### src/common/clic_params.svh
// clic sizing macros and the register address map
// each line region holds one byte per line, four lines to a 32-bit word
`ifndef CLIC_PARAMS_SVH
`define CLIC_PARAMS_SVH

`define CLIC_NUM_INT  16
`define CLIC_ID_W     4
`define CLIC_LVL_W    8

// region bases, line 4w+k sits in byte k of word w
`define CLIC_IP_BASE  16'h000
`define CLIC_IE_BASE  16'h100
`define CLIC_CFG_BASE 16'h200

// threshold lives in byte 0 of this word
`define CLIC_TH_ADDR  16'h300

`endif

### src/common/clic_pkg.sv
// clic shared types: level and id fields, register region opcodes, trigger kinds
`default_nettype none
`include "clic_params.svh"

package clic_pkg;

  typedef logic [`CLIC_LVL_W-1:0] clic_lvl_t;
  typedef logic [`CLIC_ID_W-1:0]  clic_id_t;

  // decoded bus region
  typedef enum logic [2:0] {
    REG_IP,
    REG_IE,
    REG_CFG,
    REG_TH,
    REG_NONE
  } clic_reg_e;

  typedef enum logic {
    TRIG_LEVEL = 1'b0,
    TRIG_EDGE  = 1'b1
  } clic_trig_e;

endpackage

`default_nettype wire

### src/rtl/clic_reg_if.sv
// clic register bus slave
// decodes the ip/ie/cfg/th regions, drives per-line write strobes and
// returns read data together with a one-cycle completion pulse
`timescale 1ns/1ps
`default_nettype none
`include "clic_params.svh"

module clic_reg_if
  import clic_pkg::*;
(
  input  logic                          forever_cpuclk,
  input  logic                          arst_n,
  input  logic                          bus_sel,
  input  logic                          bus_write,
  input  logic [15:0]                   bus_addr,
  input  logic [31:0]                   bus_wdata,
  input  logic [`CLIC_NUM_INT-1:0]      ip,
  input  logic [`CLIC_NUM_INT-1:0]      ie,
  input  clic_lvl_t [`CLIC_NUM_INT-1:0] cfg,
  output logic                          bus_cmplt,
  output logic [31:0]                   bus_rdata,
  output logic [`CLIC_NUM_INT-1:0]      ip_wr,
  output logic [`CLIC_NUM_INT-1:0]      ie_wr,
  output logic [`CLIC_NUM_INT-1:0]      cfg_wr,
  output logic [`CLIC_NUM_INT-1:0][7:0] wr_byte,
  output clic_lvl_t                     th
);

  clic_reg_e   reg_op;
  logic [5:0]  word_idx;
  logic        in_lines;
  logic        wr_en;
  logic [31:0] rd_word;

  // only aligned words inside the populated part of a region are mapped
  assign in_lines = (bus_addr[7:0] < 8'(`CLIC_NUM_INT)) && (bus_addr[1:0] == 2'b00);
  assign word_idx = bus_addr[7:2];
  assign wr_en    = bus_sel && bus_write;

  always_comb
  begin
    reg_op = REG_NONE;
    if (({bus_addr[15:8], 8'h00} == `CLIC_IP_BASE) && in_lines)
      reg_op = REG_IP;
    else if (({bus_addr[15:8], 8'h00} == `CLIC_IE_BASE) && in_lines)
      reg_op = REG_IE;
    else if (({bus_addr[15:8], 8'h00} == `CLIC_CFG_BASE) && in_lines)
      reg_op = REG_CFG;
    else if (bus_addr == `CLIC_TH_ADDR)
      reg_op = REG_TH;
  end

  // strobes for the four lines of the addressed word, sampled by the gates
  // at the edge that raises bus_cmplt
  always_comb
  begin
    ip_wr  = '0;
    ie_wr  = '0;
    cfg_wr = '0;
    for (int i = 0; i < `CLIC_NUM_INT; i++)
    begin
      wr_byte[i] = bus_wdata[8*(i%4) +: 8];
      if (wr_en && (word_idx == 6'(i / 4)))
      begin
        ip_wr[i]  = (reg_op == REG_IP);
        ie_wr[i]  = (reg_op == REG_IE);
        cfg_wr[i] = (reg_op == REG_CFG);
      end
    end
  end

  always_comb
  begin
    rd_word = '0;
    if (reg_op == REG_TH)
      rd_word[7:0] = th;
    for (int i = 0; i < `CLIC_NUM_INT; i++)
    begin
      if (word_idx == 6'(i / 4))
      begin
        case (reg_op)
          REG_IP:  rd_word[8*(i%4) +: 8] = {7'b0, ip[i]};
          REG_IE:  rd_word[8*(i%4) +: 8] = {7'b0, ie[i]};
          REG_CFG: rd_word[8*(i%4) +: 8] = cfg[i];
          default: ;
        endcase
      end
    end
  end

  always_ff @(posedge forever_cpuclk or negedge arst_n)
  begin
    if (!arst_n)
      th <= '0;
    else if (wr_en && (reg_op == REG_TH))
      th <= bus_wdata[7:0];
  end

  always_ff @(posedge forever_cpuclk or negedge arst_n)
  begin
    if (!arst_n)
    begin
      bus_cmplt <= 1'b0;
      bus_rdata <= '0;
    end
    else
    begin
      bus_cmplt <= bus_sel;
      bus_rdata <= (bus_sel && !bus_write) ? rd_word : '0; // zero outside a read pulse
    end
  end

  // every completion answers an access from the cycle before
  a_cmplt_follows_sel: assert property (@(posedge forever_cpuclk) disable iff (!arst_n)
    bus_cmplt |-> $past(bus_sel));

endmodule

`default_nettype wire

### src/clic_gate/clic_int_gate.sv
// clic per-line gate
// samples the interrupt line and holds its pending, enable and level state
`timescale 1ns/1ps
`default_nettype none
`include "clic_params.svh"

module clic_int_gate
  import clic_pkg::*;
(
  input  logic       forever_cpuclk,
  input  logic       arst_n,
  input  clic_id_t   line_id,
  input  logic       int_vld,
  input  clic_trig_e int_trig,
  input  logic       ip_wr,
  input  logic       ie_wr,
  input  logic       cfg_wr,
  input  logic [7:0] wr_byte,
  input  logic       cpu_int_exit,
  input  clic_id_t   cpu_curid,
  output logic       ip,
  output logic       ie,
  output clic_lvl_t  cfg
);

  logic vld_q;
  logic vld_d;
  logic rise;
  logic set_ip;
  logic clr_ip;
  logic ip_nxt;

  // vld_q is the sampled line, vld_d its value one cycle earlier
  always_ff @(posedge forever_cpuclk or negedge arst_n)
  begin
    if (!arst_n)
    begin
      vld_q <= 1'b0;
      vld_d <= 1'b0;
    end
    else
    begin
      vld_q <= int_vld;
      vld_d <= vld_q;
    end
  end

  assign rise   = vld_q && !vld_d;
  assign set_ip = rise || (ip_wr && wr_byte[0]);
  assign clr_ip = (ip_wr && !wr_byte[0]) || (cpu_int_exit && (cpu_curid == line_id));

  always_comb
  begin
    if (int_trig == TRIG_LEVEL)
      ip_nxt = vld_q; // level lines just track the line
    else if (set_ip)
      ip_nxt = 1'b1;  // a new edge is never lost to a clear in the same cycle
    else if (clr_ip)
      ip_nxt = 1'b0;
    else
      ip_nxt = ip;
  end

  always_ff @(posedge forever_cpuclk or negedge arst_n)
  begin
    if (!arst_n)
    begin
      ip  <= 1'b0;
      ie  <= 1'b0;
      cfg <= '0;
    end
    else
    begin
      ip <= ip_nxt;
      if (ie_wr)
        ie <= wr_byte[0];
      if (cfg_wr)
        cfg <= wr_byte;
    end
  end

  a_level_tracks_line: assert property (@(posedge forever_cpuclk) disable iff (!arst_n)
    (int_trig == TRIG_LEVEL) |=> (ip == $past(vld_q)));

endmodule

`default_nettype wire

### src/rtl/clic_arb.sv
// clic arbiter
// picks the pending, enabled line with the highest level and registers the
// request when that level is above the threshold
`timescale 1ns/1ps
`default_nettype none
`include "clic_params.svh"

module clic_arb
  import clic_pkg::*;
(
  input  logic                          forever_cpuclk,
  input  logic                          arst_n,
  input  logic [`CLIC_NUM_INT-1:0]      ip,
  input  logic [`CLIC_NUM_INT-1:0]      ie,
  input  clic_lvl_t [`CLIC_NUM_INT-1:0] cfg,
  input  clic_lvl_t                     th,
  output logic                          int_req,
  output clic_id_t                      int_id,
  output clic_lvl_t                     int_il
);

  logic      best_vld;
  clic_id_t  best_id;
  clic_lvl_t best_lvl;
  logic      req_nxt;

  // scan from id 0 upwards and only replace on a strictly higher level,
  // so the lowest id keeps a tie
  always_comb
  begin
    best_vld = 1'b0;
    best_id  = '0;
    best_lvl = '0;
    for (int i = 0; i < `CLIC_NUM_INT; i++)
    begin
      if (ip[i] && ie[i] && (!best_vld || (cfg[i] > best_lvl)))
      begin
        best_vld = 1'b1;
        best_id  = clic_id_t'(i);
        best_lvl = cfg[i];
      end
    end
  end

  assign req_nxt = best_vld && (best_lvl > th); // equal to threshold is masked

  always_ff @(posedge forever_cpuclk or negedge arst_n)
  begin
    if (!arst_n)
    begin
      int_req <= 1'b0;
      int_id  <= '0;
      int_il  <= '0;
    end
    else
    begin
      int_req <= req_nxt;
      int_id  <= req_nxt ? best_id : '0;
      int_il  <= req_nxt ? best_lvl : '0;
    end
  end

  // th is the threshold seen when the request was registered
  a_req_above_th: assert property (@(posedge forever_cpuclk) disable iff (!arst_n)
    int_req |-> (int_il > $past(th)));

endmodule

`default_nettype wire

### src/rtl/clic_top.sv
// clic top level
// bus register interface, one gate per interrupt line and the output arbiter
`timescale 1ns/1ps
`default_nettype none
`include "clic_params.svh"

module clic_top
  import clic_pkg::*;
(
  input  logic                     forever_cpuclk,
  input  logic                     arst_n,
  input  logic [`CLIC_NUM_INT-1:0] int_vld,
  input  logic [`CLIC_NUM_INT-1:0] int_cfg,   // 1 marks an edge line
  input  logic                     bus_sel,
  input  logic                     bus_write,
  input  logic [15:0]              bus_addr,
  input  logic [31:0]              bus_wdata,
  input  clic_id_t                 cpu_curid,
  input  logic                     cpu_int_exit,
  output logic                     bus_cmplt,
  output logic [31:0]              bus_rdata,
  output logic                     int_req,
  output clic_id_t                 int_id,
  output clic_lvl_t                int_il
);

  logic [`CLIC_NUM_INT-1:0]      ip;
  logic [`CLIC_NUM_INT-1:0]      ie;
  clic_lvl_t [`CLIC_NUM_INT-1:0] cfg;
  logic [`CLIC_NUM_INT-1:0]      ip_wr;
  logic [`CLIC_NUM_INT-1:0]      ie_wr;
  logic [`CLIC_NUM_INT-1:0]      cfg_wr;
  logic [`CLIC_NUM_INT-1:0][7:0] wr_byte;
  clic_lvl_t                     th;

  clic_reg_if x_clic_reg_if (
    .forever_cpuclk (forever_cpuclk),
    .arst_n         (arst_n),
    .bus_sel        (bus_sel),
    .bus_write      (bus_write),
    .bus_addr       (bus_addr),
    .bus_wdata      (bus_wdata),
    .ip             (ip),
    .ie             (ie),
    .cfg            (cfg),
    .bus_cmplt      (bus_cmplt),
    .bus_rdata      (bus_rdata),
    .ip_wr          (ip_wr),
    .ie_wr          (ie_wr),
    .cfg_wr         (cfg_wr),
    .wr_byte        (wr_byte),
    .th             (th)
  );

  for (genvar i = 0; i < `CLIC_NUM_INT; i++)
  begin : int_gate
    clic_int_gate x_clic_int_gate (
      .forever_cpuclk (forever_cpuclk),
      .arst_n         (arst_n),
      .line_id        (clic_id_t'(i)),
      .int_vld        (int_vld[i]),
      .int_trig       (clic_trig_e'(int_cfg[i])),
      .ip_wr          (ip_wr[i]),
      .ie_wr          (ie_wr[i]),
      .cfg_wr         (cfg_wr[i]),
      .wr_byte        (wr_byte[i]),
      .cpu_int_exit   (cpu_int_exit),
      .cpu_curid      (cpu_curid),
      .ip             (ip[i]),
      .ie             (ie[i]),
      .cfg            (cfg[i])
    );
  end

  clic_arb x_clic_arb (
    .forever_cpuclk (forever_cpuclk),
    .arst_n         (arst_n),
    .ip             (ip),
    .ie             (ie),
    .cfg            (cfg),
    .th             (th),
    .int_req        (int_req),
    .int_id         (int_id),
    .int_il         (int_il)
  );

endmodule

`default_nettype wire

### config.mk
export PLATFORM = sky130hd
export DESIGN_NAME = clic_top
export DESIGN_NICKNAME = d
export VERILOG_FILES = /design/src/common/clic_pkg.sv /design/src/rtl/clic_reg_if.sv /design/src/clic_gate/clic_int_gate.sv /design/src/rtl/clic_arb.sv /design/src/rtl/clic_top.sv
export VERILOG_INCLUDE_DIRS = /design/src /design/src/common
export SDC_FILE = /design/constraint.sdc
export NUM_CORES = 1
export LEC_CHECK = 0
export ABC_AREA = 1
export BUFFER_PORTS_ARGS = -buffer_cell sky130_fd_sc_hd__buf_2
export CAP_MARGIN = 20
export CORE_ASPECT_RATIO = 1.2
export CORE_MARGIN = 2
export CORE_UTILIZATION = 41
export CTS_CLUSTER_SIZE = 10
export DETAILED_ROUTE_END_ITERATION = 12
export MAX_ROUTING_LAYER = met4
export SYNTH_ARGS = -nofsm -noshare
export SYNTH_HDL_FRONTEND = slang
export SYNTH_SLANG_ARGS = --single-unit
### constraint.sdc
create_clock -name forever_cpuclk -period 32.8 [get_ports forever_cpuclk]
set_input_delay 0 -clock forever_cpuclk [delete_from_list [all_inputs] [get_ports forever_cpuclk]]
set_output_delay 0 -clock forever_cpuclk [all_outputs]
set_load 0.005 [all_outputs]
==> flow_summary.ini <==
[critical_path]
crit_slowest_cell = o21ai_0
startpoint = int_gate[0].x_clic_int_gate.ip$_DFFE_PN0P_
reg2reg_from = int_gate[0].x_clic_int_gate.ip$_DFFE_PN0P_
cp.depth = 160
r2r_setup_slack_ns = 8.81
worstPathMaxFanout = 19
cp-end-kind = register
critPathRequiredTime_ns = 33.25
critical-path-top-delay-family = simple AND/OR/NAND/NOR gates
crit_path_end = x_clic_arb.int_id[3]$_DFF_PN0_
critical_path_class = register to register
worstReg2RegEnd = x_clic_arb.int_id[3]$_DFF_PN0_
critPathMaxStageDelay_ns = 0.49
start_kind = register
r2r_cells = 160
arrival_ns = 24.45
crit_buf_inv = 10
crit_top_cell = nand2_1

[sta]
tightest_slew_ns = 1.04
report.final.slew_viol_count = 0
slew_headroom_pct = 30.3
clock-skew-final_ns = 0.0164
rsz0062_at_grt = no
timing.fmax_mhz = 41.7
hold_ws_ns = 0.00732
period_needed_ns = 23.99
tns_ns = 0
fin_crit_sh_pct = 73.2
finalHoldViolCount = 0
finalSetupViolCount = 0

[final_layout]
final_common_cell = nand2_1
fin_nets = 2357
fill_cells = 3537
drive_above_1_share_pct = 11.4
area_growth_pct = 18.5
final_cell_mix = nand2_1 (539), o21ai_0 (299), dfrtp_1 (246)

[drt]
vias = 14300
wl_per_cell_um = 20.5
wl_met2_um = 26100
postRouteAntennaNets = 0
wl_met3_um = 2760
routed_wl_um = 53900
highest_layer = met4
first_pass_iters = 5
dr.first_iter.drc_count = 1079
via_per_inst = 5.45
drc = 0
wl_met1_um = 21700

[grt]
grt_pass1_vias = 13800
grt_usage_pct = 29.6
grt_overflow = 0
grt_pass1_wl_um = 81100
grt_max_degree = 112
antenna_found_initial = 4

[logic_synthesis]
ys.flop_type = dfrtp_1
ys_seq_elements = 246
netlist_instances = 1962
syn_avg_cell_area_um2 = 7.61
syn_nets = 2171
syn-cell-area_um2 = 14900
yosysSeqAreaShare_pct = 41.2
ys_warn_count = 0
synth_cell_types = 40
async_flop_share_pct = 100
synth_edf_count = 0

[die]
fp-row-count = 76
die_w_um = 178
num_io_pins = 135
die_y_um = 213
start_util_pct = 41.6
core_area_um2 = 35900
die_area_um2 = 38000

[clock_network]
cts_resized = 0
cts_tree = yes
htreeDepth = 1
clk_pin_slew_worst_paths_ns = 0.06
cts-root-buf = clkbuf_16
cts.sinks = 246
post_cts_buffers = 0
clockBufferDepth = 3
cts_made_buffers = 30
clk_latency_ns = 0.58

[pwr]
clkPwrFrac_pct = 47.2
p_per_area_nw_per_um2 = 36.6
peakVddDrop_mv = 0.0374
switchingPower_uw = 147
sw_frac_of_total_pct = 22.7
combPwrFrac_pct = 5.0
pwr-share-seq_pct = 47.9
p_int_uw = 501
power_leakage_uw = 0.00904

[min_path]
hold_class = primary input to register

[flow_run]
cap_violations = 0

[placement]
gp_congestion = 0.978
place_hpwl_um = 42100
port-buffer-count = 134

[outcome]
status = finished, final reports clean
-- layout make-up --
| type | count | area (um2) | area share [%] |
|---|---|---|---|
| Antenna cell | 1 | 2.50 | 0.0141 |
| Clock buffer | 37 | 818 | 4.62 |
| Clock inverter | 4 | 48.8 | 0.276 |
| Inverter | 224 | 841 | 4.75 |
| Multi-Input combinational cell | 1426 | 7710 | 43.5 |
| Sequential cell | 246 | 6160 | 34.8 |
| Tap cell | 468 | 586 | 3.31 |
| Timing Repair Buffer | 220 | 1550 | 8.73 |
-- flip-flops by register name (all words and copies together) (netlist names), 4 cells and up --
name and count:
x_clic_reg_if.th 8, x_clic_arb.int_il 8, int_gate.x_clic_int_gate.cfg 128, int_gate.x_clic_int_gate.ie 16, int_gate.x_clic_int_gate.vld_q 16, x_clic_reg_if.bus_rdata 32, x_clic_arb.int_id 4, int_gate.x_clic_int_gate.vld_d 16
int_gate.x_clic_int_gate.ip 16
-- kinds of logic after synthesis --
| logic type | synth area share (%) |
|---|---|
| adder cells (fa/ha/maj) | 10.0 |
| AND/OR/NAND/NOR | 23.4 |
| buffers and inverters | 7.34 |
| AO/OA/AOI/OAI | 18.0 |
| flip-flops | 41.2 |
-- per-layer routing --
layer | vias up | GRT usage (%)
li1 | 6931 | -
met1 | 6772 | 35.0
met2 | 481 | 49.7
met3 | 135 | 3.22
met4 | 0 | 15.9
met5 | - | -
-- synth_stat cells, types with 3 or more instances --
cell	instances	share of area, %
a21oi_1	85	2.8
nand4_1	24	1.0
dfrtp_1	246	41
and2_1	10	0.42
o211ai_1	3	0.15
nand2_4	9	0.68
clkinv_1	4	0.10
buf_1	3	0.075
inv_2	7	0.18
nand3_1	86	2.9
nand3_2	9	0.60
o221ai_1	6	0.35
inv_1	213	5.4
ha_1	120	10
o21ai_1	3	0.10
o21ai_0	299	10
or2_2	7	0.29
o41ai_1	7	0.41
nand2_2	22	0.92
o31ai_1	4	0.20
o21bai_1	9	0.45
nor3_1	19	0.64
a31oi_1	30	1.3
a221oi_1	5	0.29
nand2_1	543	14
clkbuf_1	61	1.5
nor2_1	85	2.1
a32o_1	7	0.47
a211oi_1	12	0.60
o22ai_1	9	0.38
-- metrics by stage --
step	worst slack (ns)	total power, uW	instance area (um2)	utilization [%]	instances
floorplan	11.43	323	14900	-	1962
global route	5.98	669	17700	49.3	2626
CTS	8.87	653	17600	49.1	2622
detailed placement	8.94	341	16000	44.6	2508
finish	8.81	648	17700	49.3	2626
global placement	9.08	340	16000	44.6	2508
-- tightest hold or removal path, stage by stage --
cell     delay (ns)
buf_2          0.07
inv_1          0.23
o21ai_0        0.24
-- timing repair --
action | 4_1_cts | 5_1_grt
endpoints found under the hold margin | 274 | 0
hold buffers | 73 | 0
setup endpoints to repair | 0 | 0
-- power groups by stage --
stage          logic (uW)  registers [uW]  clock network (uW)
2_1_floorplan        8.20             315                   0
3_3_place_gp         25.2             315                   0
3_5_place_dp         25.6             315                   0
4_1_cts              32.8             310                 310
5_1_grt              36.0             310                 323
6_report             32.3             310                 306
-- how the worst min path moves through the flow --
| stage | from | end | slack, ns | cells after the start |
|---|---|---|---|---|
| floorplan | arst_n | int_gate[0].x_clic_int_gate.cfg[0]$_DFFE_PN0P_ | -0.30 | 0 |
| global placement | int_vld[4] | int_gate[4].x_clic_int_gate.vld_q$_DFF_PN0_ | 0.11 | 1 |
| detailed placement | int_vld[9] | int_gate[9].x_clic_int_gate.vld_q$_DFF_PN0_ | 0.11 | 1 |
| CTS | cpu_int_exit | int_gate[3].x_clic_int_gate.ip$_DFFE_PN0P_ | 0.01 | 5 |
| global route | bus_wdata[16] | int_gate[10].x_clic_int_gate.ie$_DFFE_PN0P_ | 0.04 | 3 |
| finish | bus_wdata[8] | int_gate[13].x_clic_int_gate.ie$_DFFE_PN0P_ | 0.007 | 3 |
Power figures use the tool's default switching activity.
